===== config.mk =====
export PLATFORM = sky130hd
export DESIGN_NAME = vmul_result
export DESIGN_NICKNAME = d
export VERILOG_FILES = /design/src/verilog/vmul_pkg.sv /design/src/verilog/vmul_result.sv
export SDC_FILE = /design/constraint.sdc
export NUM_CORES = 1
export LEC_CHECK = 0
export BUFFER_PORTS_ARGS = -buffer_cell sky130_fd_sc_hd__buf_4
export CORE_ASPECT_RATIO = 1.1
export CORE_MARGIN = 2
export CORE_UTILIZATION = 35
export CTS_CLUSTER_SIZE = 14
export DETAILED_ROUTE_END_ITERATION = 16
export SYNTH_ARGS = -nofsm -noshare
export SYNTH_HDL_FRONTEND = slang
export SYNTH_SLANG_ARGS = --single-unit

===== constraint.sdc =====
create_clock -name clk_i -period 4.25 [get_ports clk_i]
set_input_delay 0.2125 -clock clk_i [delete_from_list [all_inputs] [get_ports clk_i]]
set_output_delay 0.2125 -clock clk_i [all_outputs]
set_load 0.02 [all_outputs]

===== src/verilog/vmul_pkg.sv =====
// ========================================
// Vector multiply unit definitions
// Widths, queue depths, pipeline latency and
// the opcode and element-width encodings
// ========================================
`default_nettype none

package vmul_pkg;

  // Datapath
  localparam int unsigned ElenWidth = 64;
  localparam int unsigned StrbWidth = ElenWidth / 8;

  // Instruction ids and vector length
  localparam int unsigned NrVInsn = 8;
  localparam int unsigned IdWidth = $clog2(NrVInsn);
  localparam int unsigned VlWidth = 7;

  // Register file addressing, vd * VRegWords + word index
  localparam int unsigned VRegWords = 8;
  localparam int unsigned AddrWidth = 8;
  localparam int unsigned VdWidth   = AddrWidth - $clog2(VRegWords);

  // Queues
  localparam int unsigned VInsnQueueDepth  = 4;
  localparam int unsigned VInsnPtrWidth    = $clog2(VInsnQueueDepth);
  localparam int unsigned ResultQueueDepth = 2;
  localparam int unsigned ResPtrWidth      = $clog2(ResultQueueDepth);

  // Multiplier pipeline stages
  localparam int unsigned MulLatency = 2;

  typedef enum logic [1:0] {
    EW8  = 2'd0,
    EW16 = 2'd1,
    EW32 = 2'd2,
    EW64 = 2'd3
  } vew_e;

  typedef enum logic [1:0] {
    VMUL   = 2'd0,
    VMACC  = 2'd1,
    VNMSAC = 2'd2
  } mul_op_e;

endpackage

`default_nettype wire


===== src/verilog/vmul_result.sv =====
// ========================================
// Vector multiply result queue
// Writes words to the register file and
// reports finished instructions
// ========================================
`timescale 1ns/1ps
`default_nettype none

module vmul_result import vmul_pkg::*; (
  input  wire logic                 clk_i,
  input  wire logic                 rst_ni,
  input  wire logic                 in_valid_i,
  output logic                      in_ready_o,
  input  wire logic [ElenWidth-1:0] wdata_i,
  input  wire logic [IdWidth-1:0]   tag_id_i,
  input  wire logic [AddrWidth-1:0] tag_addr_i,
  input  wire logic [StrbWidth-1:0] tag_be_i,
  input  wire logic                 tag_last_i,
  output logic                      result_req_o,
  output logic      [AddrWidth-1:0] result_addr_o,
  output logic      [ElenWidth-1:0] result_wdata_o,
  output logic      [StrbWidth-1:0] result_be_o,
  input  wire logic                 result_gnt_i,
  output logic      [NrVInsn-1:0]   vinsn_done_o
);

  logic [ElenWidth-1:0] wdata_q [ResultQueueDepth];
  logic [IdWidth-1:0]   id_q    [ResultQueueDepth];
  logic [AddrWidth-1:0] addr_q  [ResultQueueDepth];
  logic [StrbWidth-1:0] be_q    [ResultQueueDepth];
  logic                 last_q  [ResultQueueDepth];

  logic [ResPtrWidth-1:0] rd_pnt_q, wr_pnt_q;
  logic [ResPtrWidth:0]   cnt_q;
  logic                   push, pop;

  assign in_ready_o = (cnt_q != (ResPtrWidth+1)'(ResultQueueDepth));
  assign push       = in_valid_i && in_ready_o;

  // Head entry goes to the register file until granted
  assign result_req_o   = (cnt_q != '0);
  assign result_addr_o  = addr_q[rd_pnt_q];
  assign result_wdata_o = wdata_q[rd_pnt_q];
  assign result_be_o    = be_q[rd_pnt_q];
  assign pop            = result_req_o && result_gnt_i;

  always_comb begin
    vinsn_done_o = '0;
    if (pop && last_q[rd_pnt_q]) begin
      vinsn_done_o[id_q[rd_pnt_q]] = 1'b1;
    end
  end

  always_ff @(posedge clk_i or negedge rst_ni) begin
    if (!rst_ni) begin
      rd_pnt_q <= '0;
      wr_pnt_q <= '0;
      cnt_q    <= '0;
    end else begin
      if (push) begin
        wr_pnt_q <= wr_pnt_q + 1'b1;
      end
      if (pop) begin
        rd_pnt_q <= rd_pnt_q + 1'b1;
      end
      if (push && !pop) begin
        cnt_q <= cnt_q + 1'b1;
      end else if (pop && !push) begin
        cnt_q <= cnt_q - 1'b1;
      end
    end
  end

  always_ff @(posedge clk_i) begin
    if (push) begin
      wdata_q[wr_pnt_q] <= wdata_i;
      id_q[wr_pnt_q]    <= tag_id_i;
      addr_q[wr_pnt_q]  <= tag_addr_i;
      be_q[wr_pnt_q]    <= tag_be_i;
      last_q[wr_pnt_q]  <= tag_last_i;
    end
  end

  // Register file only grants a pending request
  a_gnt_needs_req: assert property (@(posedge clk_i) disable iff (!rst_ni)
    result_gnt_i |-> result_req_o);

endmodule

`default_nettype wire


Yosys cells after proc, flatten, opt, wreduce, memory -nomap -nowiden

Memories as Yosys holds them, arrays and structs flattened.
Index checks and enable logic that the tools add are counted.

Add/sub/neg operators: 4
Muxes and demuxes: 7
Magnitude comparators: 2
Reduce and logical (&&, ||, !) cells: 10
Equal/unequal tests: 1

Operator list:

| operator              | number |
|---|---|
| $mux W8               | 1 |
| $logic_and A1 B1 Y1   | 6 |
| $lt A3 B4 Y1 const B  | 1 |
| $mux W2               | 2 |
| $reduce_bool A2 Y1    | 2 |
| $demux W1 S3          | 1 |
| $ge A3 B1 Y1 const B  | 1 |
| $mux W1               | 3 |
| $add A1 B1 Y1 const B | 2 |
| $add A2 B1 Y2 const B | 1 |
| $logic_not A1 Y1      | 2 |
| $ne A2 B2 Y1 const B  | 1 |
| $sub A2 B1 Y2 const B | 1 |

Flip-flop bits (word level): 4
Input bits: 88
Bits in writable memories: 168
Logic and storage cells: 32
Memories: 5
Output and inout port bits: 90

Memory list:

| memory  | depth | bits a word | rd ports | clocked after memory_dff | wr ports | line              | text |
|---|---|---|---|---|---|---|---|
| wdata_q | 2     | 64          | 1        | 0                        | 1        | vmul_result.sv:27 | `logic [ElenWidth-1:0] wdata_q [ResultQueueDepth];` |
| addr_q  | 2     | 8           | 1        | 0                        | 1        | vmul_result.sv:29 | `logic [AddrWidth-1:0] addr_q [ResultQueueDepth];` |
| be_q    | 2     | 8           | 1        | 0                        | 1        | vmul_result.sv:30 | `logic [StrbWidth-1:0] be_q [ResultQueueDepth];` |
| id_q    | 2     | 3           | 1        | 0                        | 1        | vmul_result.sv:28 | `logic [IdWidth-1:0] id_q [ResultQueueDepth];` |
| last_q  | 2     | 1           | 1        | 0                        | 1        | vmul_result.sv:31 | `logic last_q [ResultQueueDepth];` |

Longest topological paths before layout

Gate-level depths: netlist of run 1.

Depth in word-level cells: 6
Mapped depth: 7
Gate-level depth less buffers: 7

Least setup slack after synthesis of run 1

No wires, ideal clock.

Path type: reg-to-reg
Start point: register cnt_q[0]
End point: memory addr_q[0][0] (enable)
Clock period less this slack: 4847 ps
Setup slack: -597 ps
Library setup time: 527 ps
Cell stages (with the launch flop): 4
Path buffers: 0
Arrival: 4320 ps
Required time: 3723 ps
Cell sequence: dfrtp_1 nand2b_1 nand2_1 nor2_1

Longest elaborated chain between the ends: 4

Ends and longest elaborated chain:

| item                          | line              | text |
|---|---|---|
| start, declared               | vmul_result.sv:34 | `logic [ResPtrWidth:0] cnt_q;` |
| start signal, assigned        | vmul_result.sv:67 | `cnt_q <= cnt_q + 1'b1;` |
| start signal, assigned        | vmul_result.sv:69 | `cnt_q <= cnt_q - 1'b1;` |
| $ne A2 B2 Y1                  | vmul_result.sv:37 | `assign in_ready_o = (cnt_q != (ResPtrWidth+1)'(ResultQueueDepth));` |
| named net in_ready_o          | vmul_result.sv:13 | `output logic in_ready_o,` |
| $logic_and A1 B1 Y1           | vmul_result.sv:38 | `assign push = in_valid_i && in_ready_o;` |
| $mux W1                       | vmul_result.sv:75 | `if (push) begin` |
| $mux W1 (not written as such) | vmul_result.sv:78 | `addr_q[wr_pnt_q] <= tag_addr_i;` |
| end, declared                 | vmul_result.sv:29 |  |

The timed path passes the listed nets, and every way through them passes these cells.

Worst setup path after layout of run 1

Start point: register rd_pnt_q
End point: output port result_wdata_o[56]

Longest elaborated chain between the ends: 1

Ends and longest elaborated chain:

| item                   | line              | text |
|---|---|---|
| start, declared        | vmul_result.sv:33 | `logic [ResPtrWidth-1:0] rd_pnt_q, wr_pnt_q;` |
| start signal, assigned | vmul_result.sv:64 | `rd_pnt_q <= rd_pnt_q + 1'b1;` |
| $mem_v2 Z2 W64         | -                 |  |
| end, declared          | vmul_result.sv:21 | `output logic [ElenWidth-1:0] result_wdata_o,` |

No other way between the ends.

==> run_results.csv, run 1 <==
group,metric,value,unit
status,status,"finished, final reports clean",
cts,h-tree-depth,4,
global_routing,grt_pass1_vias,3973,
timing,fmax,0.370,GHz
floorplanning,die_w,133,um
cells_and_area,utilization,52.8,%
placement,place.gp.congestion,0.729,
worst_setup_path,critPathArrivalTime,2.49,ns
global_routing,antenna_found_initial,0,
synthesis,synth-main-ff-cell,"edfxtp_1",
worst_setup_path,rrSetupSlack,2.06,ns
timing,finalClockSkew,0.00629,ns
run,drv_cap,0,
synthesis,yosys.area.top_type,"edfxtp_1",
synthesis,synth_nets,388,
routing,drc,0,
cells_and_area,antennaDiodeCount,0,
floorplanning,die_h,145,um
cells_and_area,fillers,1482,
placement,portBuffers,177,
synthesis,ys_seq_elements,172,
synthesis,seq_area_frac_synth,80.8,%
worst_setup_path,required,4.04,ns
global_routing,grt_max_degree,73,
floorplanning,die-area,19300,sq um
cts,cts_root_buffer,"clkbuf_16",
floorplanning,start_util,35.9,%
worst_setup_path,startpoint_type,"register",
routing,ant_nets,0,
timing,fin_crit,2.71,ns
routing,drt_wl_total,12800,um
global_routing,grt_first_pass_wirelength,19900,um
cts,cts_buffers,17,
floorplanning,core.rowCount,51,
placement,hpwlAfterDp,7800,um
cts,cts_buffer_depth,2,
cts,clk_pin_slew,0.06,ns
routing,num_vias,3673,
timing,hold_slack,0.132,ns
worst_setup_path,worstSetupPathType,"reg -> out",
power_and_ir_drop,ir_drop,0.345,mV
cts,clkLatencyLatePin,0.42,ns
timing,setup_viol,0,
synthesis,yosysMostFrequentCell,"edfxtp_1",
timing,fin_tns_setup,0,ns
timing,tightest_slew,1.03,ns
global_routing,grt_use_total,13.3,%
synthesis,synth_cell_types,23,
synthesis,synth_edf_count,168,
cells_and_area,nNetsFinal,663,
worst_setup_path,cp-end-kind,"output port",
routing,dr.first_iter.drc_count,172,
timing,rsz0062_at_grt,"false",
synthesis,yosysWarnings,0,
routing,drt_pre_antenna_iters,4,
timing,finalCritPeriodShare,63.7,%
power_and_ir_drop,p_total,6040,uW
synthesis,postSynthCellCount,299,
power_and_ir_drop,power_density,645,nW/um^2
cts,cts_tree,"yes",
routing,detail_route.wl_per_cell,15.5,um
floorplanning,core,17700,sq um
synthesis,ys_async_sr_fraction,2.33,%
timing,hold_viol,0,
synthesis,yosys-top-cells-area,"edfxtp_1, mux2_2, dfrtp_1, buf_6, nor2_1",
floorplanning,io_pins,178,
synthesis,synth_top_area_share,79.2,%
worst_setup_path,crit_fanout,68,
synthesis,ys_top_cells_by_count,"edfxtp_1, mux2_2, nor2_1, buf_2",
power_and_ir_drop,power.leakage,0.00354,uW
hold_path,hp-class,"in -> async",
routing,vias_per_cell,4.45,
cells_and_area,area_growth,47.1,%
global_routing,overflow,0,
timing,timing.final.max_slew_violations,0,
timing,maxSlewHeadroom,31.2,%
cells_and_area,layout-drive-gt1-share,50.4,%
cts,cts.sinks,172,
synthesis,synth.avg_cell_area,21.3,sq um
synthesis,synthesis.area,6370,sq um
## worst paths after layout
kind | startpoint | end | depth (start not counted)
worst max-delay path | rd_pnt_q$_DFFE_PN0P_ | result_wdata_o[56] | 3
worst min-delay path | rst_ni | cnt_q[0]$_DFFE_PN0P_ | 2
worst max register to register | cnt_q[0]$_DFFE_PN0P_ | wdata_q[1][32]$_DFFE_PP_ | 3
worst min register to register | cnt_q[1]$_DFFE_PN0P_ | cnt_q[1]$_DFFE_PN0P_ | 1
max in group asynchronous | rst_ni | rd_pnt_q$_DFFE_PN0P_ | 2
min in group clk_i | in_valid_i | wr_pnt_q$_DFFE_PN0N_ | 3
## registers in the layout, indices dropped and copies added (netlist names)
register and flops:
id_q 6, rd_pnt_q 1, cnt_q 2, be_q 16, addr_q 16, wdata_q 128, wr_pnt_q 1, last_q 2
## cell usage in the layout (no fill, tap or decap)
cell type	Yosys	routed
buf_4	0	181
clkinv_2	0	5
ha_1	1	1
nand3_2	1	1
dlygate4sd3_1	0	85
inv_6	0	4
inv_1	4	4
nand2b_1	1	1
nand3b_4	1	1
clkinvlp_4	0	1
edfxtp_1	168	168
o21a_1	1	1
and3_4	0	1
mux2_2	78	78
nor2_4	0	1
bufinv_16	0	1
mux2i_2	1	1
nand2_1	2	2
clkinv_4	0	2
nor2_1	12	11
a22oi_1	1	1
clkbuf_16	0	17
xnor2_1	2	2
dfrtp_1	4	3
mux2_1	3	3
dfrtp_4	0	1
or2_2	1	1
clkinv_1	0	1
xor2_1	3	3
nor2b_1	1	1
a2bb2oi_1	1	1
clkbuf_1	0	1
a32oi_1	2	2
## where the power goes
group          internal, uW  total, uW  switching [uW]
clock                   808       1440             635
sequential             2320       2550             223
combinational           975       2050            1070
## timing repair
item,CTS,global route
resized for setup,0,0
buffers inserted,0,0
hold buffers,85,0
hold endpoints to repair,172,0
## routing by layer
layer  global-route usage [%]  share of wire [%]  up-vias
met3                     4.04                5.7       13
met5                        0                  0        -
met2                     23.4                 52      127
met4                     4.73                1.1        0
li1                         -                  -     1720
met1                     15.4                 41     1813
## cells by family (layout without fill, tap and decap cells)
| group | after synthesis | in the layout | share of synthesized area, % |
|---|---|---|---|
| buffers and inverters | 14 | 302 | 1.41 |
| XOR/XNOR | 5 | 5 | 0.688 |
| AO/OA/AOI/OAI | 5 | 5 | 0.649 |
| multiplexers | 82 | 82 | 14.5 |
| adder cells (fa/ha/maj) | 1 | 1 | 0.197 |
| flip-flops | 172 | 172 | 80.8 |
| AND/OR/NAND/NOR | 20 | 20 | 1.69 |
## area by class of cell
class	count	area, sq um	share of cell area (%)
Clock inverter	14	119	1.27
Clock buffer	18	429	4.58
Timing Repair Buffer	266	2210	23.6
Inverter	4	15.0	0.160
Multi-Input combinational cell	113	1140	12.2
Tap cell	238	298	3.18
Sequential cell	172	5150	55.0
## worst max-delay path: stages (launching register included)
cell and delay, ns:
dfrtp_4 1.04, buf_4 0.43, mux2_2 0.39, buf_4 0.16
## stage by stage
| step | setup WS [ns] | instances | cell area [sq um] |
|---|---|---|---|
| floorplan | 0.812 | 299 | 6370 |
| global placement | 2.01 | 708 | 7960 |
| detailed placement | 1.96 | 708 | 7960 |
| CTS | 1.49 | 825 | 9360 |
| global route | 1.42 | 825 | 9360 |
| finish | 1.54 | 825 | 9360 |
Power figures use the tool's default switching activity.
==> inputs of run 2 (changes only) <==
==> constraint.sdc (replaced) <==
create_clock -name clk_i -period 2.7 [get_ports clk_i]
set_input_delay 0.135 -clock clk_i [delete_from_list [all_inputs] [get_ports clk_i]]
set_output_delay 0.135 -clock clk_i [all_outputs]
set_load 0.02 [all_outputs]
==> run 2 against run 1 <==
Final cell count increased by 0.36%. Non-clock buffer count up 3. Clock skew is 0.0013 ns lower. Total power rose by 62%. Register-to-register slack lost 1.2 ns. Via count up 1.4%. Count of clock-buffer cells in the layout is 1 higher. Critical path depth is the same. Worst setup slack got worse by 1.2 ns. Clock power rose by 72%. Die area is the same. Critical endpoint is now result_wdata_o[16].
==> run_results.csv, run 2 (synthesis results as in run 1) <==
group,metric,value,unit
status,status,"finished, final reports clean",
cts,cts_buffer_depth,2,
floorplanning,die_h,145,um
cts,cts.repair.resized,0,
placement,hpwlAfterDp,8430,um
routing,drt_wl_total,13300,um
timing,maxSlewHeadroom,51.8,%
worst_setup_path,startpoint_type,"register",
cells_and_area,design_area,9460,sq um
routing,drc,0,
routing,detail_route.wl_per_cell,16.1,um
cells_and_area,layout_common_cells,"buf_4, edfxtp_1, dlygate4sd3_1",
global_routing,grt_pass1_vias,4052,
worst_setup_path,required,2.57,ns
cts,clkLatencyLatePin,0.41,ns
global_routing,grt_max_degree,50,
worst_setup_path,cp-end-kind,"output port",
routing,dr.first_iter.drc_count,155,
timing,tightest_slew,0.722,ns
cells_and_area,area_growth,48.5,%
routing,wl_met3,639,um
routing,wl_met2,6820,um
routing,vias_per_cell,4.50,
cells_and_area,antennaDiodeCount,0,
worst_setup_path,r2r-start,"cnt_q[0]$_DFFE_PN0P_",
worst_setup_path,reg2regPathDepth,4,
cts,cts.sinks,172,
timing,fin_tns_setup,0,ns
cells_and_area,final_common_cell,"buf_4",
global_routing,grt_first_pass_wirelength,20200,um
floorplanning,io_pins,178,
timing,fmax,0.424,GHz
power_and_ir_drop,clkPwrFrac,25.4,%
power_and_ir_drop,seq_power_share,40.3,%
power_and_ir_drop,p_comb_share,34.3,%
cts,cts_tree,"yes",
floorplanning,start_util,35.9,%
floorplanning,die_w,133,um
worst_setup_path,rrSetupSlack,0.85,ns
power_and_ir_drop,switchingPower,3020,uW
worst_setup_path,crit_end,"result_wdata_o[16]",
routing,num_vias,3726,
power_and_ir_drop,power.leakage,0.00358,uW
placement,pre_cts_slack,0.753,ns
floorplanning,core.rowCount,51,
routing,m1WireLength,5590,um
worst_setup_path,rr_endpoint,"wdata_q[0][2]$_DFFE_PP_",
timing,finalWorstSetupSlack,0.339,ns
power_and_ir_drop,p_sw_share,30.9,%
placement,dpl-instance-area,8000,sq um
routing,ant_nets,0,
timing,finalClockSkew,0.00502,ns
timing,timing.final.max_slew_violations,0,
timing,finalCritPeriodShare,87.4,%
worst_setup_path,worstSetupPathType,"reg -> out",
floorplanning,core,17700,sq um
cts,h-tree-depth,4,
worst_setup_path,critPathArrivalTime,2.23,ns
routing,dr.max_layer_used,"met4",
placement,portBuffers,177,
global_routing,antenna_found_initial,0,
cts,cts_buffers,17,
power_and_ir_drop,p_int,6760,uW
hold_path,hp-class,"in -> async",
cells_and_area,largestRegisters,"wdata_q x128, addr_q x16, be_q x16",
timing,fin_crit,2.36,ns
cells_and_area,largest-register,"wdata_q",
routing,drt_pre_antenna_iters,4,
placement,place.gp.congestion,0.757,
placement,dpl.cell_count,711,
cells_and_area,layout-drive-gt1-share,50.0,%
cells_and_area,layoutNonFillerInstCount,828,
global_routing,grt_use_total,13.7,%
cts,cts_root_buffer,"clkbuf_16",
timing,setup_viol,0,
global_routing,overflow,0,
worst_setup_path,crit_start,"rd_pnt_q$_DFFE_PN0P_",
cells_and_area,nNetsFinal,666,
cts,clk_pin_slew,0.06,ns
power_and_ir_drop,power_density,1030,nW/um^2
run,drv_cap,0,
floorplanning,die-area,19300,sq um
worst_setup_path,crit_fanout,42,
power_and_ir_drop,ir_drop,0.508,mV
timing,rsz0062_at_grt,"false",
cells_and_area,largest_reg_flops,128,
timing,hold_viol,0,
==> run 2: final cells by class <==
class | count | area (sq um)
Clock buffer | 19 | 433
Inverter | 4 | 15.0
Timing Repair Buffer | 269 | 2240
Multi-Input combinational cell | 113 | 1140
Sequential cell | 172 | 5150
Tap cell | 238 | 298
Fill cell | 1478 | 8280
Clock inverter | 13 | 174
==> run 2: worst min path at each step <==
stage	start	to	slack, ns	cells after the start
floorplan	rst_ni	cnt_q[0]$_DFFE_PN0P_	-0.16	0
global placement	rst_ni	wr_pnt_q$_DFFE_PN0N_	-0.06	1
detailed placement	rst_ni	cnt_q[1]$_DFFE_PN0P_	-0.06	1
CTS	rst_ni	cnt_q[1]$_DFFE_PN0P_	0.03	2
global route	rst_ni	cnt_q[1]$_DFFE_PN0P_	0.06	2
finish	rst_ni	cnt_q[1]$_DFFE_PN0P_	0.07	2
==> run 2: metal layers <==
layer,global-route usage (%),vias up
met5,0,-
met4,5.70,0
met3,3.94,22
met2,24.3,127
met1,15.4,1845
li1,-,1732
==> run 2: what timing repair did <==
| action | in CTS | in global routing |
|---|---|---|
| endpoints found under the hold margin | 172 | 0 |
| hold buffers | 85 | 0 |
| buffers inserted | 0 | 0 |
==> run 2: power groups by stage <==
stage               Clock (uW)  Combinational (uW)  Sequential [uW]
finish                    2480                3350             3940
global route              2650                3560             4010
CTS                       2560                3400             3950
detailed placement           0                3290             4010
global placement             0                3260             3980
floorplan                    0                2140             3830
==> run 2: metrics by stage <==
step	util (%)	power [uW]	hold WS, ns
6_report	53.3	9780	0.0676
2_1_floorplan	-	5960	-0.161
3_5_place_dp	45.1	7290	-0.0626
3_3_place_gp	45.1	7250	-0.0649
5_1_grt	53.3	10200	0.0599
4_1_cts	53.3	9910	0.0296
==> run 2: worst max-delay path, cell delays in order, from the launching register on <==
cell     delay, ns
dfrtp_4       0.81
buf_4         0.41
mux2_2        0.39
buf_4         0.16
==> inputs of run 3 (changes only) <==
--- a/config.mk
+++ b/config.mk
@@ -5,11 +5,11 @@
 export SDC_FILE = /design/constraint.sdc
 export NUM_CORES = 1
 export LEC_CHECK = 0
+export ABC_AREA = 1
 export BUFFER_PORTS_ARGS = -buffer_cell sky130_fd_sc_hd__buf_4
 export CORE_ASPECT_RATIO = 1.1
 export CORE_MARGIN = 2
 export CORE_UTILIZATION = 35
-export CTS_CLUSTER_SIZE = 14
 export DETAILED_ROUTE_END_ITERATION = 16
 export SYNTH_ARGS = -nofsm -noshare
 export SYNTH_HDL_FRONTEND = slang
==> run 3 against run 2 <==
Worst setup slack got worse by 0.012 ns. Cell area decreased by 0.22%. Wire length increased by 8.2%. Clock skew increased by 0.0016 ns. Die area increased by 0.84%. Final cell count increased by 22%. Maximum frequency decreased by 0.51%. Sequential power decreased by 4%. Via count increased by 19%. Critical path type unchanged.
==> run_results.csv, run 3 <==
group,metric,value,unit
synthesis,yosysMostFrequentCell,"nand2_1",
hold_path,hp-class,"in -> async",
status,status,"finished, final reports clean",
cells_and_area,layout-drive-gt1-share,27.7,%
worst_setup_path,worstSetupPathType,"reg -> out",
floorplanning,die-area,19400,sq um
timing,timing.final.max_slew_violations,0,
power_and_ir_drop,p_sw_share,36.1,%
worst_setup_path,r2r-start,"cnt_q[0]$_DFFE_PN0P_",
synthesis,synth_nets,579,
synthesis,yosys.area.top_type,"edfxtp_1",
global_routing,grt_pass1_vias,4577,
worst_setup_path,crit_fanout,85,
floorplanning,die_h,146,um
timing,fin_crit,2.37,ns
synthesis,synth-main-ff-cell,"edfxtp_1",
worst_setup_path,rrSetupSlack,0.95,ns
routing,ant_nets,0,
cts,cts_buffer_depth,2,
worst_setup_path,reg2regPathDepth,5,
global_routing,antenna_found_initial,2,
placement,place.gp.congestion,0.719,
routing,detail_route.wl_per_cell,14.3,um
cts,cts_tree,"yes",
floorplanning,core.rowCount,51,
synthesis,synth_top_area_share,78.6,%
cts,clkLatencyLatePin,0.42,ns
timing,finalCritPeriodShare,87.9,%
global_routing,grt_first_pass_wirelength,22600,um
cells_and_area,area_growth,46.9,%
worst_setup_path,startpoint_type,"register",
run,drv_cap,0,
placement,dpl.cell_count,893,
routing,vias_per_cell,4.39,
timing,finalClockSkew,0.00660,ns
synthesis,synth.avg_cell_area,13.1,sq um
timing,maxSlewHeadroom,38.2,%
power_and_ir_drop,power_density,1060,nW/um^2
cells_and_area,layout_common_cells,"nand2_1, buf_4, edfxtp_1",
cells_and_area,largestRegisters,"wdata_q x128, addr_q x16, be_q x16",
power_and_ir_drop,clkPwrFrac,23.1,%
synthesis,ys_async_sr_fraction,2.33,%
floorplanning,die_w,133,um
power_and_ir_drop,seq_power_share,37.9,%
timing,rsz0062_at_grt,"false",
timing,tightest_slew,0.928,ns
cells_and_area,largest_reg_flops,128,
worst_setup_path,required,2.57,ns
cts,cts.sinks,172,
routing,num_vias,4438,
timing,finalWorstSetupSlack,0.327,ns
power_and_ir_drop,p_comb_share,39.0,%
placement,hpwlAfterDp,8720,um
timing,setup_viol,0,
power_and_ir_drop,ir_drop,0.637,mV
cts,h-tree-depth,4,
cells_and_area,layoutNonFillerInstCount,1011,
synthesis,synth_cell_types,16,
power_and_ir_drop,power.leakage,0.00401,uW
synthesis,postSynthCellCount,490,
cells_and_area,largest-register,"wdata_q",
worst_setup_path,rr_endpoint,"wdata_q[0][58]$_DFFE_PP_",
global_routing,overflow,0,
cells_and_area,final_common_cell,"nand2_1",
synthesis,synthesis.area,6420,sq um
global_routing,grt_use_total,15.0,%
worst_setup_path,critPathArrivalTime,2.24,ns
cells_and_area,fillers,1559,
global_routing,grt_max_degree,86,
cts,cts_buffers,17,
timing,hold_viol,0,
synthesis,ys_seq_elements,172,
floorplanning,core,17900,sq um
routing,dr.first_iter.drc_count,256,
cts,cts_root_buffer,"clkbuf_16",
synthesis,seq_area_frac_synth,80.1,%
placement,portBuffers,177,
routing,drt_pre_antenna_iters,4,
synthesis,synth_edf_count,168,
cells_and_area,nNetsFinal,848,
power_and_ir_drop,switchingPower,3620,uW
floorplanning,io_pins,178,
routing,drc,0,
floorplanning,start_util,35.9,%
placement,pre_cts_slack,0.709,ns
routing,drt_wl_total,14400,um
power_and_ir_drop,p_int,6400,uW
timing,fmax,0.421,GHz
synthesis,yosys-top-cells-area,"edfxtp_1, nand2_1, dfrtp_1, buf_4, nor2_1",
synthesis,yosysWarnings,0,
worst_setup_path,cp-end-kind,"output port",
cts,clk_pin_slew,0.06,ns
synthesis,ys_top_cells_by_count,"nand2_1, edfxtp_1, nor2_1, inv_1, buf_2",
==> run 3: changes by cell type in the layout (fill, tap and decap cells not counted), moves of 2 or more <==
cell / delta
buf_4: -2
mux2_1: -3
a32oi_1: -2
mux2_2: -78
nand2_1: +263
xor2_1: -2
inv_1: +8
bufinv_16: -2
==> run 3: worst max path at each step <==
| stage | startpoint | endpoint | slack (ns) | depth (start not counted) |
|---|---|---|---|---|
| after global placement | rd_pnt_q$_DFFE_PN0P_ | vinsn_done_o[1] | 0.82 | 6 |
| after CTS | rd_pnt_q$_DFFE_PN0P_ | vinsn_done_o[3] | 0.25 | 6 |
| after floorplan | cnt_q[0]$_DFFE_PN0P_ | addr_q[1][0]$_DFFE_PP_ | -0.71 | 4 |
| after global routing | rd_pnt_q$_DFFE_PN0P_ | vinsn_done_o[4] | 0.12 | 6 |
| after detailed placement | rd_pnt_q$_DFFE_PN0P_ | vinsn_done_o[3] | 0.71 | 6 |
| final | rd_pnt_q$_DFFE_PN0P_ | vinsn_done_o[3] | 0.33 | 6 |
==> run 3: kinds of logic (layout without fill, tap and decap cells) <==
| kind of cell | Yosys count | count (layout) | share of synthesized area (%) |
|---|---|---|---|
| simple gates | 283 | 283 | 16.8 |
| xor+xnor | 2 | 2 | 0.273 |
| other cells | 0 | 1 | 0 |
| fa+ha+maj | 1 | 1 | 0.195 |
| buf+inv | 31 | 313 | 2.53 |
| flops | 172 | 172 | 80.1 |
| compound gates | 1 | 1 | 0.0779 |
==> run 3: cell type report <==
cell class | instances | area [sq um] | share of cell area, %
clock buffer | 20 | 437 | 4.63
sequential | 172 | 5150 | 54.6
tap | 238 | 298 | 3.16
multi-input combinational | 287 | 1130 | 12.0
antenna | 1 | 2.50 | 0.0265
clock inverter | 12 | 123 | 1.30
inverter | 13 | 48.8 | 0.517
timing repair buffer | 268 | 2250 | 23.8
==> run 3: power by group through the flow <==
stage | Sequential, uW | Clock [uW] | Combinational [uW]
after floorplan | 3860 | 0 | 2250
after CTS | 3800 | 2370 | 3980
after global placement | 3830 | 0 | 3810
final | 3800 | 2320 | 3900
after detailed placement | 3850 | 0 | 3860
after global routing | 3850 | 2480 | 4250
==> run 3: worst max-delay path, stage by stage, from the launching register on <==
cell,delay (ns)
dfrtp_4,0.41
buf_4,0.72
nand2_1,0.11
nand2_1,0.16
nand3_2,0.13
nor2_1,0.13
buf_4,0.15
==> run 3: timing repair <==
action	CTS	global route
hold buffers	85	0
hold endpoints to repair	172	0
buffers inserted	0	0
resized for setup	0	0
==> run 3: per-stage QoR <==
stage | power, uW | TNS, ns | instance area, sq um | utilization (%) | hold slack [ns]
after floorplan | 6110 | -118.26 | 6430 | - | -0.161
after global placement | 7630 | 0 | 8020 | 44.9 | -0.0634
after detailed placement | 7720 | 0 | 8020 | 44.9 | -0.0620
after CTS | 10200 | 0 | 9430 | 52.8 | 0.0325
after global routing | 10600 | 0 | 9440 | 52.8 | 0.0533
final | 10000 | 0 | 9440 | 52.8 | 0.0594
==> run 3: layer usage <==
metal  part of all wire, %  vias up  global-route usage, %
met1                    42     2089                   17.5
li1                      -     2177                      -
met5                 0.090        -                      0
met4                   1.7        2                   5.64
met2                    51      147                   26.4
met3                   5.3       23                   3.96
