===== src/verilog/vmul_pkg.sv =====
// ========================================
// Vector multiply unit definitions
// Widths, queue depths, pipeline latency and
// the opcode and element-width encodings
// ========================================
`default_nettype none

package vmul_pkg;

  // Datapath
  localparam int unsigned ElenWidth = 64;
  localparam int unsigned StrbWidth = ElenWidth / 8;

  // Instruction ids and vector length
  localparam int unsigned NrVInsn = 8;
  localparam int unsigned IdWidth = $clog2(NrVInsn);
  localparam int unsigned VlWidth = 7;

  // Register file addressing, vd * VRegWords + word index
  localparam int unsigned VRegWords = 8;
  localparam int unsigned AddrWidth = 8;
  localparam int unsigned VdWidth   = AddrWidth - $clog2(VRegWords);

  // Queues
  localparam int unsigned VInsnQueueDepth  = 4;
  localparam int unsigned VInsnPtrWidth    = $clog2(VInsnQueueDepth);
  localparam int unsigned ResultQueueDepth = 2;
  localparam int unsigned ResPtrWidth      = $clog2(ResultQueueDepth);

  // Multiplier pipeline stages
  localparam int unsigned MulLatency = 2;

  typedef enum logic [1:0] {
    EW8  = 2'd0,
    EW16 = 2'd1,
    EW32 = 2'd2,
    EW64 = 2'd3
  } vew_e;

  typedef enum logic [1:0] {
    VMUL   = 2'd0,
    VMACC  = 2'd1,
    VNMSAC = 2'd2
  } mul_op_e;

endpackage

`default_nettype wire


===== src/verilog/vmul_decode.sv =====
// ========================================
// Vector multiply decode
// Holds accepted instructions and issues one
// tagged operand word per cycle to the multiplier
// ========================================
`timescale 1ns/1ps
`default_nettype none

module vmul_decode import vmul_pkg::*; (
  input  wire logic                          clk_i,
  input  wire logic                          rst_ni,
  input  wire logic                          vinsn_valid_i,
  output logic                               vinsn_ready_o,
  input  wire mul_op_e                       vinsn_op_i,
  input  wire vew_e                          vinsn_vsew_i,
  input  wire logic [VlWidth-1:0]            vinsn_vl_i,
  input  wire logic [VdWidth-1:0]            vinsn_vd_i,
  input  wire logic [IdWidth-1:0]            vinsn_id_i,
  input  wire logic                          vinsn_use_scalar_i,
  input  wire logic [ElenWidth-1:0]          vinsn_scalar_i,
  input  wire logic [2:0][ElenWidth-1:0]     operand_i,
  input  wire logic [2:0]                    operand_valid_i,
  output logic      [2:0]                    operand_ready_o,
  output logic                               mul_valid_o,
  input  wire logic                          mul_ready_i,
  output logic      [ElenWidth-1:0]          mul_a_o,
  output logic      [ElenWidth-1:0]          mul_b_o,
  output logic      [ElenWidth-1:0]          mul_c_o,
  output mul_op_e                            mul_op_o,
  output vew_e                               mul_vsew_o,
  output logic      [IdWidth-1:0]            tag_id_o,
  output logic      [AddrWidth-1:0]          tag_addr_o,
  output logic      [StrbWidth-1:0]          tag_be_o,
  output logic                               tag_last_o
);

  // Instruction storage
  mul_op_e              q_op         [VInsnQueueDepth];
  vew_e                 q_vsew       [VInsnQueueDepth];
  logic [VlWidth-1:0]   q_vl         [VInsnQueueDepth];
  logic [VdWidth-1:0]   q_vd         [VInsnQueueDepth];
  logic [IdWidth-1:0]   q_id         [VInsnQueueDepth];
  logic                 q_use_scalar [VInsnQueueDepth];
  logic [ElenWidth-1:0] q_scalar     [VInsnQueueDepth];

  logic [VInsnPtrWidth-1:0] accept_pnt_q, issue_pnt_q;
  logic [VInsnPtrWidth:0]   cnt_q;
  // Elements of the head instruction already sent
  logic [VlWidth-1:0]       issued_q;

  logic                 head_valid;
  mul_op_e              head_op;
  vew_e                 head_vsew;
  logic                 head_use_scalar;
  logic [ElenWidth-1:0] scalar_rep;
  logic [2:0]           used;
  logic                 operands_valid;
  logic                 accept, issue, pop;
  logic [3:0]           elems_per_word, issue_elems, issue_bytes;
  logic [VlWidth-1:0]   remaining, word_idx;

  assign head_valid      = (cnt_q != '0);
  assign head_op         = q_op[issue_pnt_q];
  assign head_vsew       = q_vsew[issue_pnt_q];
  assign head_use_scalar = q_use_scalar[issue_pnt_q];

  assign vinsn_ready_o = (cnt_q != (VInsnPtrWidth+1)'(VInsnQueueDepth));
  assign accept        = vinsn_valid_i && vinsn_ready_o;

  // vd feeds only the accumulating ops and vs1 is skipped for a scalar
  assign used           = {head_op != VMUL, 1'b1, !head_use_scalar};
  assign operands_valid = &(operand_valid_i | ~used);

  assign mul_valid_o     = head_valid && operands_valid;
  assign issue           = mul_valid_o && mul_ready_i;
  assign operand_ready_o = issue ? used : 3'b000;

  // Replicate the scalar element over the whole word
  always_comb begin
    case (head_vsew)
      EW8:     scalar_rep = {8{q_scalar[issue_pnt_q][7:0]}};
      EW16:    scalar_rep = {4{q_scalar[issue_pnt_q][15:0]}};
      EW32:    scalar_rep = {2{q_scalar[issue_pnt_q][31:0]}};
      default: scalar_rep = q_scalar[issue_pnt_q];
    endcase
  end

  assign mul_a_o    = head_use_scalar ? scalar_rep : operand_i[0];
  assign mul_b_o    = operand_i[1];
  assign mul_c_o    = operand_i[2];
  assign mul_op_o   = head_op;
  assign mul_vsew_o = head_vsew;

  // Element bookkeeping for the word being issued
  assign elems_per_word = 4'(StrbWidth >> head_vsew);
  assign remaining      = q_vl[issue_pnt_q] - issued_q;
  assign tag_last_o     = (remaining <= VlWidth'(elems_per_word));
  assign issue_elems    = tag_last_o ? remaining[3:0] : elems_per_word;
  assign issue_bytes    = 4'(issue_elems << head_vsew);
  assign word_idx       = issued_q >> (3 - int'(head_vsew));

  always_comb begin
    for (int b = 0; b < StrbWidth; b++) begin
      tag_be_o[b] = (4'(b) < issue_bytes);
    end
  end

  assign tag_id_o   = q_id[issue_pnt_q];
  assign tag_addr_o = AddrWidth'(q_vd[issue_pnt_q] * VRegWords + word_idx);

  assign pop = issue && tag_last_o;

  always_ff @(posedge clk_i or negedge rst_ni) begin
    if (!rst_ni) begin
      accept_pnt_q <= '0;
      issue_pnt_q  <= '0;
      cnt_q        <= '0;
      issued_q     <= '0;
    end else begin
      if (accept) begin
        accept_pnt_q <= accept_pnt_q + 1'b1;
      end
      if (pop) begin
        issue_pnt_q <= issue_pnt_q + 1'b1;
        issued_q    <= '0;
      end else if (issue) begin
        issued_q <= issued_q + VlWidth'(issue_elems);
      end
      if (accept && !pop) begin
        cnt_q <= cnt_q + 1'b1;
      end else if (pop && !accept) begin
        cnt_q <= cnt_q - 1'b1;
      end
    end
  end

  always_ff @(posedge clk_i) begin
    if (accept) begin
      q_op[accept_pnt_q]         <= vinsn_op_i;
      q_vsew[accept_pnt_q]       <= vinsn_vsew_i;
      q_vl[accept_pnt_q]         <= vinsn_vl_i;
      q_vd[accept_pnt_q]         <= vinsn_vd_i;
      q_id[accept_pnt_q]         <= vinsn_id_i;
      q_use_scalar[accept_pnt_q] <= vinsn_use_scalar_i;
      q_scalar[accept_pnt_q]     <= vinsn_scalar_i;
    end
  end

  // Accepted vector lengths lie between one and 64 elements
  a_vl_range: assert property (@(posedge clk_i) disable iff (!rst_ni)
    accept |-> (vinsn_vl_i != '0) && (vinsn_vl_i <= VlWidth'(64)));

endmodule

`default_nettype wire


===== config.mk =====
export PLATFORM = sky130hd
export DESIGN_NAME = vmul_decode
export DESIGN_NICKNAME = d
export VERILOG_FILES = /design/src/verilog/vmul_pkg.sv /design/src/verilog/vmul_decode.sv
export SDC_FILE = /design/constraint.sdc
export NUM_CORES = 1
export LEC_CHECK = 0
export ABC_CLOCK_PERIOD_IN_PS = 8700
export BUFFER_PORTS_ARGS = -buffer_cell sky130_fd_sc_hd__buf_2
export CORE_AREA = 10 10 187 189
export CTS_BUF_LIST = sky130_fd_sc_hd__clkbuf_4 sky130_fd_sc_hd__clkbuf_8
export DETAILED_ROUTE_END_ITERATION = 8
export DIE_AREA = 0 0 197 199
export PLACE_DENSITY = 0.85
export SYNTH_ARGS = -nofsm -noshare
export SYNTH_HDL_FRONTEND = slang
export SYNTH_SLANG_ARGS = --single-unit

===== constraint.sdc =====
create_clock -name clk_i -period 8.7 [get_ports clk_i]
set_input_delay 1.305 -clock clk_i [delete_from_list [all_inputs] [get_ports clk_i]]
set_output_delay 1.305 -clock clk_i [all_outputs]
set_load 0.02 [all_outputs]

## Word level (Yosys, flattened, before mapping)

Memory sizes are Yosys's and may differ from the RTL's.
Cells that the tools add are included.

- Bitwise logic cells: 2
- Reductions and logical operators: 15
- Shift-type cells: 3
- $add $sub $neg: 8
- Multiplexer cells: 10
- Order comparisons: 9
- Eq/ne operators: 3

Operators by type and width:

| cell | count |
|---|---|
| $pmux W64 S3 | 1 |
| $mux W64 | 1 |
| $shr A7 B32 Y7 | 1 |
| $lt A3 B4 Y1 const A | 4 |
| $mux W7 | 2 |
| $mux W3 | 3 |
| $add A8 B7 Y8 | 1 |
| $lt A1 B4 Y1 const A | 2 |
| $lt A2 B4 Y1 const A | 2 |
| $add A7 B4 Y7 | 1 |
| $le A7 B4 Y1 | 1 |
| $sub A7 B7 Y7 | 1 |
| $logic_and A1 B1 Y1 | 6 |
| $reduce_bool A2 Y1 | 3 |
| $add A2 B1 Y2 const B | 2 |
| $mux W4 | 1 |
| $shl A4 B2 Y4 | 1 |
| $shr A4 B2 Y4 const A | 1 |
| $add A3 B1 Y3 const B | 1 |
| $logic_not A1 Y1 | 3 |
| $ne A3 B3 Y1 const B | 1 |
| $not A3 Y3 | 1 |
| $or A3 B3 Y3 | 1 |
| $reduce_and A3 Y1 | 1 |
| 7 further kinds | 8 |

- Memories kept: 7
- Memory bits (writable): 336
- Word-level logic and storage cells: 61
- Bits in registers: 14

Memories:

| memory | depth | bits a word | read ports | clocked after Yosys merged registers in | write ports | line | text |
|---|---|---|---|---|---|---|---|
| q_scalar | 4 | 64 | 1 | 0 | 1 | vmul_decode.sv:44 | `logic [ElenWidth-1:0] q_scalar [VInsnQueueDepth];` |
| q_vl | 4 | 7 | 1 | 0 | 1 | vmul_decode.sv:40 | `logic [VlWidth-1:0] q_vl [VInsnQueueDepth];` |
| q_vd | 4 | 5 | 1 | 0 | 1 | vmul_decode.sv:41 | `logic [VdWidth-1:0] q_vd [VInsnQueueDepth];` |
| q_id | 4 | 3 | 1 | 0 | 1 | vmul_decode.sv:42 | `logic [IdWidth-1:0] q_id [VInsnQueueDepth];` |
| q_op | 4 | 2 | 1 | 0 | 1 | vmul_decode.sv:38 | `mul_op_e q_op [VInsnQueueDepth];` |
| q_vsew | 4 | 2 | 1 | 0 | 1 | vmul_decode.sv:39 | `vew_e q_vsew [VInsnQueueDepth];` |
| +1 memories | -- | -- | -- | -- | -- | -- |  |

## Logic depth before layout (Yosys ltp)

Gate-level depths: netlist of the first run.
An unclocked memory read counts as a cell.

- Word-level depth: 11
- Gate-level depth with buffers: 26
- Depth with buffers taken out: 20

## Worst setup path after synthesis of the first run

No wires, ideal clock.

- Path kind: reg2reg
- From: reg issue_pnt_q[0]
- To: reg issued_q[6]
- Stages on the path, launching flop included: 27
- Arrival time: 5.690 ns
- Library setup time: 0.086 ns
- Path slack: 2.924 ns
- Period minus slack after synthesis: 5.776 ns
- Cell sequence: dfrtp_1 buf_6 buf_6 buf_6 buf_6 buf_2 buf_4 mux4_2 ha_1 nor2b_1 o21a_1 o21ai_0 inv_1 ha_1 and4_1 a21oi_1 nor3_2 buf_4 mux2i_1 ha_1 fa_1 a21o_1 a21o_1 and3_1 nand4_1 o21ai_0 nor3_1

- Elaborated cells on any way between the ends: 20

RTL lines:

| element | line | text |
|---|---|---|
| start: declaration | vmul_decode.sv:46 | `logic [VInsnPtrWidth-1:0] accept_pnt_q, issue_pnt_q;` |
| start signal: assignment | vmul_decode.sv:124 | `issue_pnt_q <= issue_pnt_q + 1'b1;` |
| $mem_v2 Z4 W7 or $mem_v2 Z4 W2 (tied branches) | -- |  |
| $sub A7 B7 Y7 or $shr A4 B2 Y4 (tied branches) | vmul_decode.sv:96, vmul_decode.sv:95 |  |
| $le A7 B4 Y1 * | vmul_decode.sv:97 | `assign tag_last_o = (remaining <= VlWidth'(elems_per_word));` |
| via tag_last_o | vmul_decode.sv:34 | `output logic tag_last_o` |
| $mux W4 | vmul_decode.sv:98 | `assign issue_elems = tag_last_o ? remaining[3:0] : elems_per_word;` |
| $add A7 B4 Y7 | vmul_decode.sv:127 | `issued_q <= issued_q + VlWidth'(issue_elems);` |
| $mux W7 | vmul_decode.sv:126 | `end else if (issue) begin` |
| $mux W7 | vmul_decode.sv:123 | `if (pop) begin` |
| end signal: assignment | vmul_decode.sv:127 |  |
| end: declaration | vmul_decode.sv:49 | `logic [VlWidth-1:0] issued_q;` |

The timed path passes the listed nets; every way through them passes the cells marked *. The select of a mux whose other input is x is not followed.
A chain may end at the register's enable or synchronous reset.

## Worst setup path in the final report of the first run

- From: reg issue_pnt_q[0]
- To: out tag_be_o[4]

- Word-level cells in the longest chain between the ends: 6
- Elaborated cells on any way between the ends: 8

RTL lines:

| element | line | text |
|---|---|---|
| $mem_v2 Z4 W7 or $mem_v2 Z4 W2 (tied branches) | -- |  |
| $sub A7 B7 Y7 or $shr A4 B2 Y4 (tied branches) | vmul_decode.sv:96, vmul_decode.sv:95 |  |
| $le A7 B4 Y1 | vmul_decode.sv:97 |  |
| $mux W4 | vmul_decode.sv:98 |  |
| $shl A4 B2 Y4 * | vmul_decode.sv:99 | `assign issue_bytes = 4'(issue_elems << head_vsew);` |
| $lt A3 B4 Y1 * | vmul_decode.sv:104 | `tag_be_o[b] = (4'(b) < issue_bytes);` |
| end: declaration | vmul_decode.sv:33 | `output logic [StrbWidth-1:0] tag_be_o,` |

Mark *: on every way between the ends. The rest lies on a longest branch, timed or not.

==> results of run 1 <==
[metrics by stage]
stage	util (%)	setup WS, ns	hold WS [ns]
after floorplan	-	2.92	0.464
after global placement	54.2	2.49	0.482
after detailed placement	54.2	2.47	0.504
after CTS	57.6	1.85	0.507
after global routing	57.6	1.46	0.537
final	57.6	1.88	0.505
[power breakdown]
group	internal, µW	total [µW]	switching (µW)	leakage, µW
sequential	2220	2390	167	0.00325
combinational	1120	3270	2150	0.00267
clock	725	1340	619	0.000549
total	4070	7010	2940	0.00648
[placed cells by master (no fill, tap or decap), types with 8 or more instances in the layout]
master,synthesis,layout
edfxtp_1,336,336
buf_2,14,247
nand2_1,108,108
mux4_2,82,82
nor2_1,59,59
clkbuf_8,0,57
a21oi_1,47,47
o21ai_0,31,31
mux2i_1,27,26
ha_1,23,23
inv_1,18,18
clkinv_1,0,14
clkbuf_4,0,14
mux2_2,14,13
dfrtp_1,14,12
o21ai_1,10,10
a31oi_1,9,9
buf_4,140,9
xnor2_1,8,8
[critical path: stages (launching register included)]
cell,delay (ns)
dfrtp_4,1.00
mux4_2,0.59
inv_1,0.06
ha_1,0.16
inv_1,0.06
fa_1,0.40
xnor2_1,0.51
inv_1,0.13
ha_1,0.32
and4_1,0.19
a21oi_1,0.12
nor3_2,0.78
o211ai_1,0.31
buf_2,0.26
[worst max-delay path by stage]
| stage | cells past startpoint | slack (ns) | endpoint |
|---|---|---|---|
| floorplan | 26 | 2.92 | issued_q[6] |
| global placement | 13 | 2.49 | tag_be_o[4] |
| detailed placement | 13 | 2.47 | tag_be_o[4] |
| CTS | 13 | 1.85 | tag_be_o[4] |
| global route | 13 | 1.46 | tag_be_o[4] |
| finish | 13 | 1.88 | tag_be_o[4] |
[final cells by class]
| cell class | count | area, µm² | area share [%] |
|---|---|---|---|
| antenna | 4 | 10.0 | 0.0557 |
| clock buffer | 71 | 890 | 4.95 |
| timing repair buffer | 256 | 1300 | 7.25 |
| tap | 402 | 503 | 2.80 |
| multi-input combinational | 504 | 4590 | 25.5 |
| sequential | 350 | 10400 | 58.1 |
| inverter | 19 | 71.3 | 0.397 |
| clock inverter | 26 | 173 | 0.960 |
[registers in the layout (all words and copies together), names as in the netlist, 4 cells and up]
name and count:
q_id 12, q_vd 20, q_vl 28, q_scalar 256, q_use_scalar 4, q_op 8, issued_q 7, q_vsew 8
[per-layer routing]
metal  track usage [%]  up-vias  wire length [µm]
li1                  -     4155                 -
met5                 0        -                19
met2              45.8      679             27700
met1              24.7     4874             15300
met3              12.7       90              7320
met4              8.03        4              1290
[kinds of logic (layout without fill, tap and decap cells)]
kind of cell	Yosys count	count (layout)	synth area share, %
AND/OR/NAND/NOR	203	203	5.59
flip-flops	350	350	63.9
multiplexers	123	123	13.9
AO/OA/AOI/OAI	136	136	5.20
other	0	4	0
adder cells (fa/ha/maj)	27	27	2.25
buffers and inverters	199	372	8.18
XOR/XNOR	15	15	0.897
==> qor.txt, run 1 <==
1st-iter DRT viols -> 833
Cell area after layout -> 0.0180 mm²
Synthesized Nets -> 1363
Critical path type -> reg -> out
Count leader, synth -> edfxtp_1
Root buffer cell -> clkbuf_8
Netlist cell types -> 55
Critical Path Sink Type -> primary output
Number of max-cap violations -> 0
Crit start category -> flop
Starting density of the core -> 52.3%
Die Height -> 199 µm
Post-DP HPWL -> 38.5 mm
Worst min path class -> reg -> reg
Post-synthesis instance area -> 0.0163 mm²
Register area share after synthesis -> 63.9%
Mapped Cells -> 1053
First-pass GRT wire length -> 71.7 mm
WP data required -> 7.39 ns
Hold Path Cell Cnt -> 1
CP arrival -> 5.51 ns
Status -> finished, final reports clean
Fin crit share -> 78.3%
Final Slew Violations -> 0
Clk sinks -> 350
RSZ-0062 raised after global routing -> no
Total Routing Usage GR -> 25.3%
Post-layout total power -> 7010 µW
Reg-to-reg startpoint -> issue_pnt_q[0]
Warnings from Yosys -> 0
Most frequent cells after synthesis -> edfxtp_1, buf_4, nand2_1
ANT nets after route -> 0
First-pass detailed-route iteration total -> 6
Layout cell share with drive strength beyond 1 -> 37.8%
I/O pin total -> 504
Ranking of synthesized cells by area -> edfxtp_1, mux4_2, buf_4
Layout area overhead -> 10.2%
R2R Path End -> issued_q[6]
Core Box Area -> 0.0312 mm²
Ys flop type -> edfxtp_1
Pin count of the biggest net entering global routing -> 85
Final Critical Period -> 6.82 ns
Antenna violations before repair -> 6
Drt wl/cell -> 31.6 µm
Post-DP Area -> 0.0169 mm²
Hold_buf cts -> 0
Fin nets -> 1494
Finish-stage setup viols -> 0
# DRC -> 0
Setup crit start -> issue_pnt_q[0]
Max Freq -> 147 MHz
TritonCTS Buffers -> 53
GPL Wtd Cong -> 0.899
CTS tree -> built
Clk slew on worst S/H paths -> 0.06 ns
Worst Path Max Fanout -> 43
Synth Register Bits -> 350
Slew headroom -> 26.7%
Hold path endpoint -> cnt_q[2]
Worst-margin pin slew -> 1.10 ns
Hold Startpoint -> cnt_q[2]
Post-CTS setup repair buffer count -> 0
CTS Buffer Depth -> 3
Setup TNS -> 0 ns
Vias in the first global route -> 10.1k
Port bufs -> 247
Skew-Pair Late Insertion Delay -> 0.58 ns
Die area -> 0.0392 mm²
Die width -> 197 µm
Core Rows -> 65
Worst R2R Setup Slack -> 2.47 ns
Fin cells -> 1632
Setup Skew -> 0.0163 ns
EDFF count, synth -> 336
Total Wirelength -> 51.6 mm
DR vias/cell -> 6.01
Yosys top cell by area -> edfxtp_1
Grt ovf -> 0
Placed cell count -> 1531
CTS resizes -> 0
Max rail drop VDD -> 0.285 mV
Syn Area/Cell -> 15.5 µm²
DR vias -> 9802
H-Tree Depth -> 2
Number of fill cells -> 2377
Final hold vios -> 0
PD cells -> 390 mW/mm²
FFs w/ async S/R, synth -> 4.00%
Area share of the largest cell type after synthesis -> 61.8%
Static Leakage -> 0.00648 µW
R2r worst-path depth -> 19
Power figures use the tool's default switching activity.
==> run 2, diff against run 1 <==
- ABC_CLOCK_PERIOD_IN_PS: 8700 -> 6900
- CORE_AREA: 10 10 187 189 -> not set
- CORE_MARGIN: not set -> 10
- CORE_UTILIZATION: not set -> 53
- DIE_AREA: 0 0 197 199 -> not set
- PLACE_DENSITY: 0.85 -> 0.86
- clock period: 8.7 -> 6.9 ns (I/O delays scaled with it)
==> run 2 against run 1 <==
First-iteration DRC count shrank 5.9%. Clock power grew 17%. Critical path depth is the same. Final cell count shrank 0.74%. Largest power group unchanged. Sequential cell count is the same. Register-to-register slack lost 1.3 ns. Count of clock-buffer cells in the layout grew 2. Wire length grew 0.27%. Non-clock buffer count grew 3. Power grew 25%. Critical endpoint unchanged. Sequential share of layout area grew 0.28 points. Die area shrank 2.5%.
==> qor.txt, run 2 (synthesis results as in run 1) <==
Status -> finished, final reports clean
Number of fill cells -> 2206 (-7.2%)
Antenna violations before repair -> 4 (-2)
WHS -> 0.350 ns (-0.155 ns)
Vias in the first global route -> 10.3k (+1.9%)
Core Rows -> 64 (-1.5%)
First-pass GRT wire length -> 73.1 mm (+2.0%)
Total Routing Usage GR -> 26.1% (+0.79 points)
Fin crit share -> 86.5%
Clk sinks -> 350 (unchanged)
Post-DP HPWL -> 39.1 mm (+1.5%)
Finish-stage setup viols -> 0 (unchanged)
# DRC -> 0 (unchanged)
Static Leakage -> 0.00645 µW (-0.38%)
RSZ-0062 raised after global routing -> no
Most used cell along the critical path -> inv_1
I/O pin total -> 504 (unchanged)
Crit-path max cell delay -> 0.78 ns (-0.22 ns)
First-pass detailed-route iteration total -> 5 (-1)
CTS resizes -> 0 (unchanged)
Grt ovf -> 0 (unchanged)
Setup Skew -> 0.0314 ns (+0.0151 ns)
Die Height -> 196 µm (-1.8%)
Commonest non-fill, non-tap cell in the layout -> edfxtp_1
Critical path type -> reg -> out
Fin cells -> 1620 (-0.74%)
Max Freq -> 168 MHz
Worst Path Max Fanout -> 31 (-28%)
Core Box Area -> 0.0305 mm² (-2.3%)
Crit path buf inv count -> 4 (unchanged)
Max reg flops -> 256 (unchanged)
Pin count of the biggest net entering global routing -> 85 (unchanged)
Final hold vios -> 0 (unchanged)
Total Wirelength -> 51.7 mm (+0.27%)
Hold_buf cts -> 0 (unchanged)
Critical path cell sequence -> mux4_2 -> inv_1 -> ha_1 -> inv_1 -> fa_1 -> xnor2_1 -> inv_1 -> ha_1 -> o211ai_1 -> a21oi_1 -> nor3_2 -> o211ai_1 -> buf_2
Crit start category -> flop
Clk slew on worst S/H paths -> 0.06 ns (about the same)
Die width -> 196 µm (-0.76%)
Number of max-cap violations -> 0 (unchanged)
Critical path's slowest cell -> dfrtp_4
Critical Path Sink Type -> primary output
Port bufs -> 247 (unchanged)
Worst-margin pin slew -> 0.991 ns (-0.108 ns)
PD cells -> 488 mW/mm² (+25%)
1st-iter DRT viols -> 784 (-5.9%)
CTS tree -> built
CTS Buffer Depth -> 3 (unchanged)
WP data required -> 5.86 ns (-1.53 ns)
TritonCTS Buffers -> 53 (unchanged)
Max rail drop VDD -> 0.376 mV (+32%)
GPL Wtd Cong -> 0.881 (-1.9%)
Final Slew Violations -> 0 (unchanged)
Crit path max-delay family -> adder cells
Setup TNS -> 0 ns (unchanged)
Starting density of the core -> 53.5% (+1.2 points)
Final Critical Period -> 5.97 ns
Die area -> 0.0382 mm² (-2.5%)
Largest Register -> q_scalar
H-Tree Depth -> 2 (unchanged)
Skew-Pair Late Insertion Delay -> 0.58 ns (about the same)
Layout area overhead -> 9.63%
Drt wl/cell -> 31.9 µm (+1.0%)
Worst min path class -> in -> async
Fin nets -> 1497 (+0.20%)
Layout cell share with drive strength beyond 1 -> 38.0% (+0.19 points)
CP arrival -> 4.93 ns (-0.58 ns)
Post-CTS setup repair buffer count -> 0 (unchanged)
DR vias -> 9766 (-0.37%)
Placed cell count -> 1528 (-0.20%)
Largest regs -> q_scalar (256), q_vl (28), q_vd (20)
DR vias/cell -> 6.03 (+0.37%)
ANT nets after route -> 0 (unchanged)
Slew headroom -> 33.9% (+7.2 points)
Most frequent cells in the layout -> edfxtp_1, buf_2, nand2_1
Root buffer cell -> clkbuf_8
-- run 2: path summary, 6_finish.rpt --
| path | start | end | slack [ns] | cells after the start |
|---|---|---|---|---|
| setup / recovery | issue_pnt_q[1] | tag_be_o[4] | 0.93 | 13 |
| hold / removal | rst_ni | issue_pnt_q[1] | 0.35 | 1 |
| setup reg to reg | issue_pnt_q[1] | issued_q[6] | 1.22 | 19 |
| hold reg to reg | cnt_q[2] | cnt_q[2] | 0.50 | 1 |
| max in group asynchronous | rst_ni | issue_pnt_q[0] | 6.27 | 1 |
| min in group clk_i | cnt_q[2] | cnt_q[2] | 0.50 | 1 |
-- run 2: stage by stage --
stage / total power [µW] / cell area, µm² / setup WS [ns] / utilization (%)
after floorplan: 5930 / 16300 / 1.12 / -
after global placement: 7110 / 16900 / 1.35 / 55.5
after detailed placement: 7200 / 16900 / 1.27 / 55.5
after CTS: 8770 / 17900 / 0.941 / 58.6
after global routing: 9190 / 17900 / 0.558 / 58.6
final: 8740 / 17900 / 0.934 / 58.7
-- run 2: power breakdown --
group / leakage (µW) / internal [µW] / switching, µW
combinational: 0.00269 / 1420 / 2770
clock: 0.000509 / 823 / 748
sequential: 0.00325 / 2810 / 171
total: 0.00645 / 5050 / 3690
-- run 2: layer usage --
| metal | wire [µm] | track usage [%] |
|---|---|---|
| met2 | 27700 | 47.0 |
| met5 | 45 | 0 |
| met3 | 7340 | 13.4 |
| met4 | 1460 | 8.06 |
| met1 | 15200 | 25.4 |
-- run 2: layout make-up --
type	count	area, µm²	share of cell area, %
flip-flops and latches	350	10400	58.4
diodes	4	10.0	0.0559
clock buffers	73	886	4.95
multi-input cells	504	4590	25.6
inverters	19	71.3	0.398
clock inverters	15	73.8	0.412
well taps	396	495	2.77
repair buffers	259	1330	7.41
==> run 3, diff against run 2 <==
- ABC_CLOCK_PERIOD_IN_PS: 6900 -> 4800
- CORE_UTILIZATION: 53 -> 48
- PLACE_DENSITY: 0.86 -> 0.83
- clock period: 6.9 -> 4.8 ns (I/O delays scaled with it)
==> run 3 against run 2 <==
Sequential power up 41%. Critical endpoint is now tag_be_o[3]. Final cell count up 5.6%. Clock power up 58%. Count of clock-buffer cells in the layout down 5. Die area up 9.3%. Clock skew down 0.00051 ns. Sequential share of layout area down 1.7 points. Largest cell class unchanged. Non-clock buffer count up 27. Register-to-register slack worse by 0.94 ns. Critical path depth up 1.
==> qor.txt, run 3 (synthesis results as in run 1) <==
Status -> finished, final reports clean
Cell area after layout -> 0.0184 mm² (+3.0%)
Starting density of the core -> 48.7% (-4.8 points)
Placed cell count -> 1599 (+4.6%)
Sw Ratio -> 41.2% (-1.0 points)
Max reg flops -> 256 (unchanged)
Die width -> 204 µm (+4.6%)
H-Tree Depth -> 2 (unchanged)
Reg-to-reg startpoint -> issue_pnt_q[0]
Setup TNS -> 0 ns (unchanged)
Internal Power -> 7810 µW (+55%)
Grt ovf -> 0 (unchanged)
Commonest non-fill, non-tap cell in the layout -> edfxtp_1
Layout cell share with drive strength beyond 1 -> 40.5% (+2.5 points)
R2R Path End -> issued_q[6]
Combinational Power Share -> 49.6% (+1.6 points)
First-pass detailed-route iteration total -> 5 (unchanged)
Vias in the first global route -> 10.2k (-0.98%)
Most frequent cells in the layout -> edfxtp_1, buf_2, nand2_1
Worst R2R Setup Slack -> 0.28 ns (-0.94 ns)
Clk slew on worst S/H paths -> 0.07 ns (about the same)
Max rail drop VDD -> 0.531 mV (+41%)
Drt wl/cell -> 30.4 µm (-4.8%)
Flip-flop and latch area -> 0.0104 mm² (unchanged)
Fin cells -> 1711 (+5.6%)
PD cells -> 721 mW/mm² (+48%)
Multi-input gate area -> 0.00471 mm² (+2.7%)
Final Slew Violations -> 0 (unchanged)
Total Wirelength -> 52.0 mm (+0.50%)
Final core occ -> 55.0% (-3.7 points)
Share of power burned in registers -> 31.7% (-2.4 points)
Global routing's busiest layer -> met2
Met2 Resource Use GR -> 41.8% (-5.2 points)
Worst-margin pin slew -> 0.916 ns (-0.0751 ns)
Largest Register -> q_scalar
Crit start category -> flop
CTS Buffer Depth -> 3 (unchanged)
TritonCTS Buffers -> 52 (-1.9%)
Worst Path Max Fanout -> 5 (-84%)
Clock Power Share -> 18.7% (+0.7 points)
Setup Skew -> 0.0309 ns (-0.000507 ns)
Clk sinks -> 350 (unchanged)
Final Critical Period -> 4.66 ns
Root buffer cell -> clkbuf_8
Port bufs -> 247 (unchanged)
Number of fill cells -> 2689 (+22%)
Number of max-cap violations -> 0 (unchanged)
Max Freq -> 214 MHz
Critical path type -> reg -> out
CP arrival -> 3.94 ns (-0.99 ns)
I/O pin total -> 504 (unchanged)
# DRC -> 0 (unchanged)
Post-DP HPWL -> 39.3 mm (+0.58%)
DR vias -> 9930 (+1.7%)
Sw power -> 5480 µW (+49%)
Fin nets -> 1523 (+1.7%)
Skew-Pair Late Insertion Delay -> 0.60 ns (+0.02 ns)
First-pass GRT wire length -> 72.3 mm (-1.1%)
R2r worst-path depth -> 19 (unchanged)
Finish-stage setup viols -> 0 (unchanged)
1st-iter DRT viols -> 871 (+11%)
Post-DP Area -> 0.0172 mm² (+1.7%)
WP data required -> 4.08 ns (-1.78 ns)
Total Routing Usage GR -> 24.0% (-2.2 points)
Worst min path class -> in -> async
Pin count of the biggest net entering global routing -> 60 (-29%)
Slew headroom -> 38.9% (+5.0 points)
Grt met3 use -> 11.4% (-2.0 points)
Critical Path Sink Type -> primary output
Static Leakage -> 0.00664 µW (+2.9%)
Layout area overhead -> 12.9%
Core Box Area -> 0.0335 mm² (+9.9%)
Met1 Use GR -> 24.3% (-1.1 points)
Core Rows -> 67 (+4.7%)
Largest regs -> q_scalar (256), q_vl (28), q_vd (20)
DR vias/cell -> 5.80 (-3.7%)
CTS tree -> built
ANT nets after route -> 0 (unchanged)
Fin crit share -> 97.2%
Post-layout total power -> 13300 µW (+52%)
Die Height -> 204 µm (+4.6%)
GPL Wtd Cong -> 0.868 (-1.5%)
Die area -> 0.0418 mm² (+9.3%)
Antenna violations before repair -> 11 (+7)
Final hold vios -> 0 (unchanged)
==> run 3: changes by cell type in the layout (fill, tap and decap cells not counted), sizes merged <==
| cell | delta |
|---|---|
| clkinv | +9 |
| buf | +27 |
| diode | +4 |
| inv | -2 |
| clkinvlp | +2 |
| clkbuf | -5 |
| bufinv | +4 |
==> run 3: power by group through the flow <==
stage	clock, µW	combinational, µW	sequential [µW]
final	2480	6600	4210
after global routing	2640	7080	4260
after CTS	2520	6440	4210
after detailed placement	0	6400	4280
after global placement	0	6300	4230
after floorplan	0	4520	4230
==> run 3: worst max-delay path by stage <==
stage,startpoint,to,cells after the start,slack (ns)
floorplan,issue_pnt_q[0],issued_q[6],26,-0.11
global placement,issue_pnt_q[0],issued_q[6],18,0.29
detailed placement,issue_pnt_q[0],issued_q[6],18,0.24
CTS,issue_pnt_q[0],tag_addr_o[7],10,0.02
global route,issue_pnt_q[1],mul_a_o[10],7,-0.03
finish,issue_pnt_q[0],tag_be_o[3],14,0.14
==> run 3: final cells by class <==
type	count	area share [%]
Timing Repair Buffer	286	8.44
Clock inverter	28	1.24
Sequential cell	350	56.7
Tap cell	448	3.04
Multi-Input combinational cell	504	25.5
Clock buffer	68	4.57
Inverter	19	0.387
Antenna cell	8	0.109
==> run 3: stage by stage <==
stage / hold slack, ns / setup slack (ns)
after floorplan: 0.424 / -0.108
after global placement: 0.485 / 0.292
after detailed placement: 0.497 / 0.240
after CTS: 0.00830 / 0.0218
after global routing: 0.0346 / -0.0303
final: 0.0390 / 0.136
==> run 3: worst max-delay path, cell delays in order, from the launching register on <==
cell and delay [ns]:
dfrtp_4 0.52, buf_12 0.14, mux4_2 0.47, ha_4 0.23
nor2b_1 0.15, o21a_1 0.19, o21ai_2 0.19, inv_2 0.08
ha_4 0.28, and4_4 0.21, a21oi_4 0.05, nor4b_4 0.33
buf_4 0.19, o211ai_1 0.13, buf_4 0.19
==> run 3: routing by layer <==
metal  part of all wire, %  wire length [µm]
met1                    31             15900
met2                    52             26900
met3                    13              6950
met4                   4.2              2180
met5                 0.081                42
==> run 3: repair_timing <==
item	4_1_cts	5_1_grt
endpoints found under the setup margin	2	9
pin swaps	2	5
gates resized for setup	0	11
buffers inserted	2	6
hold buffers	0	0
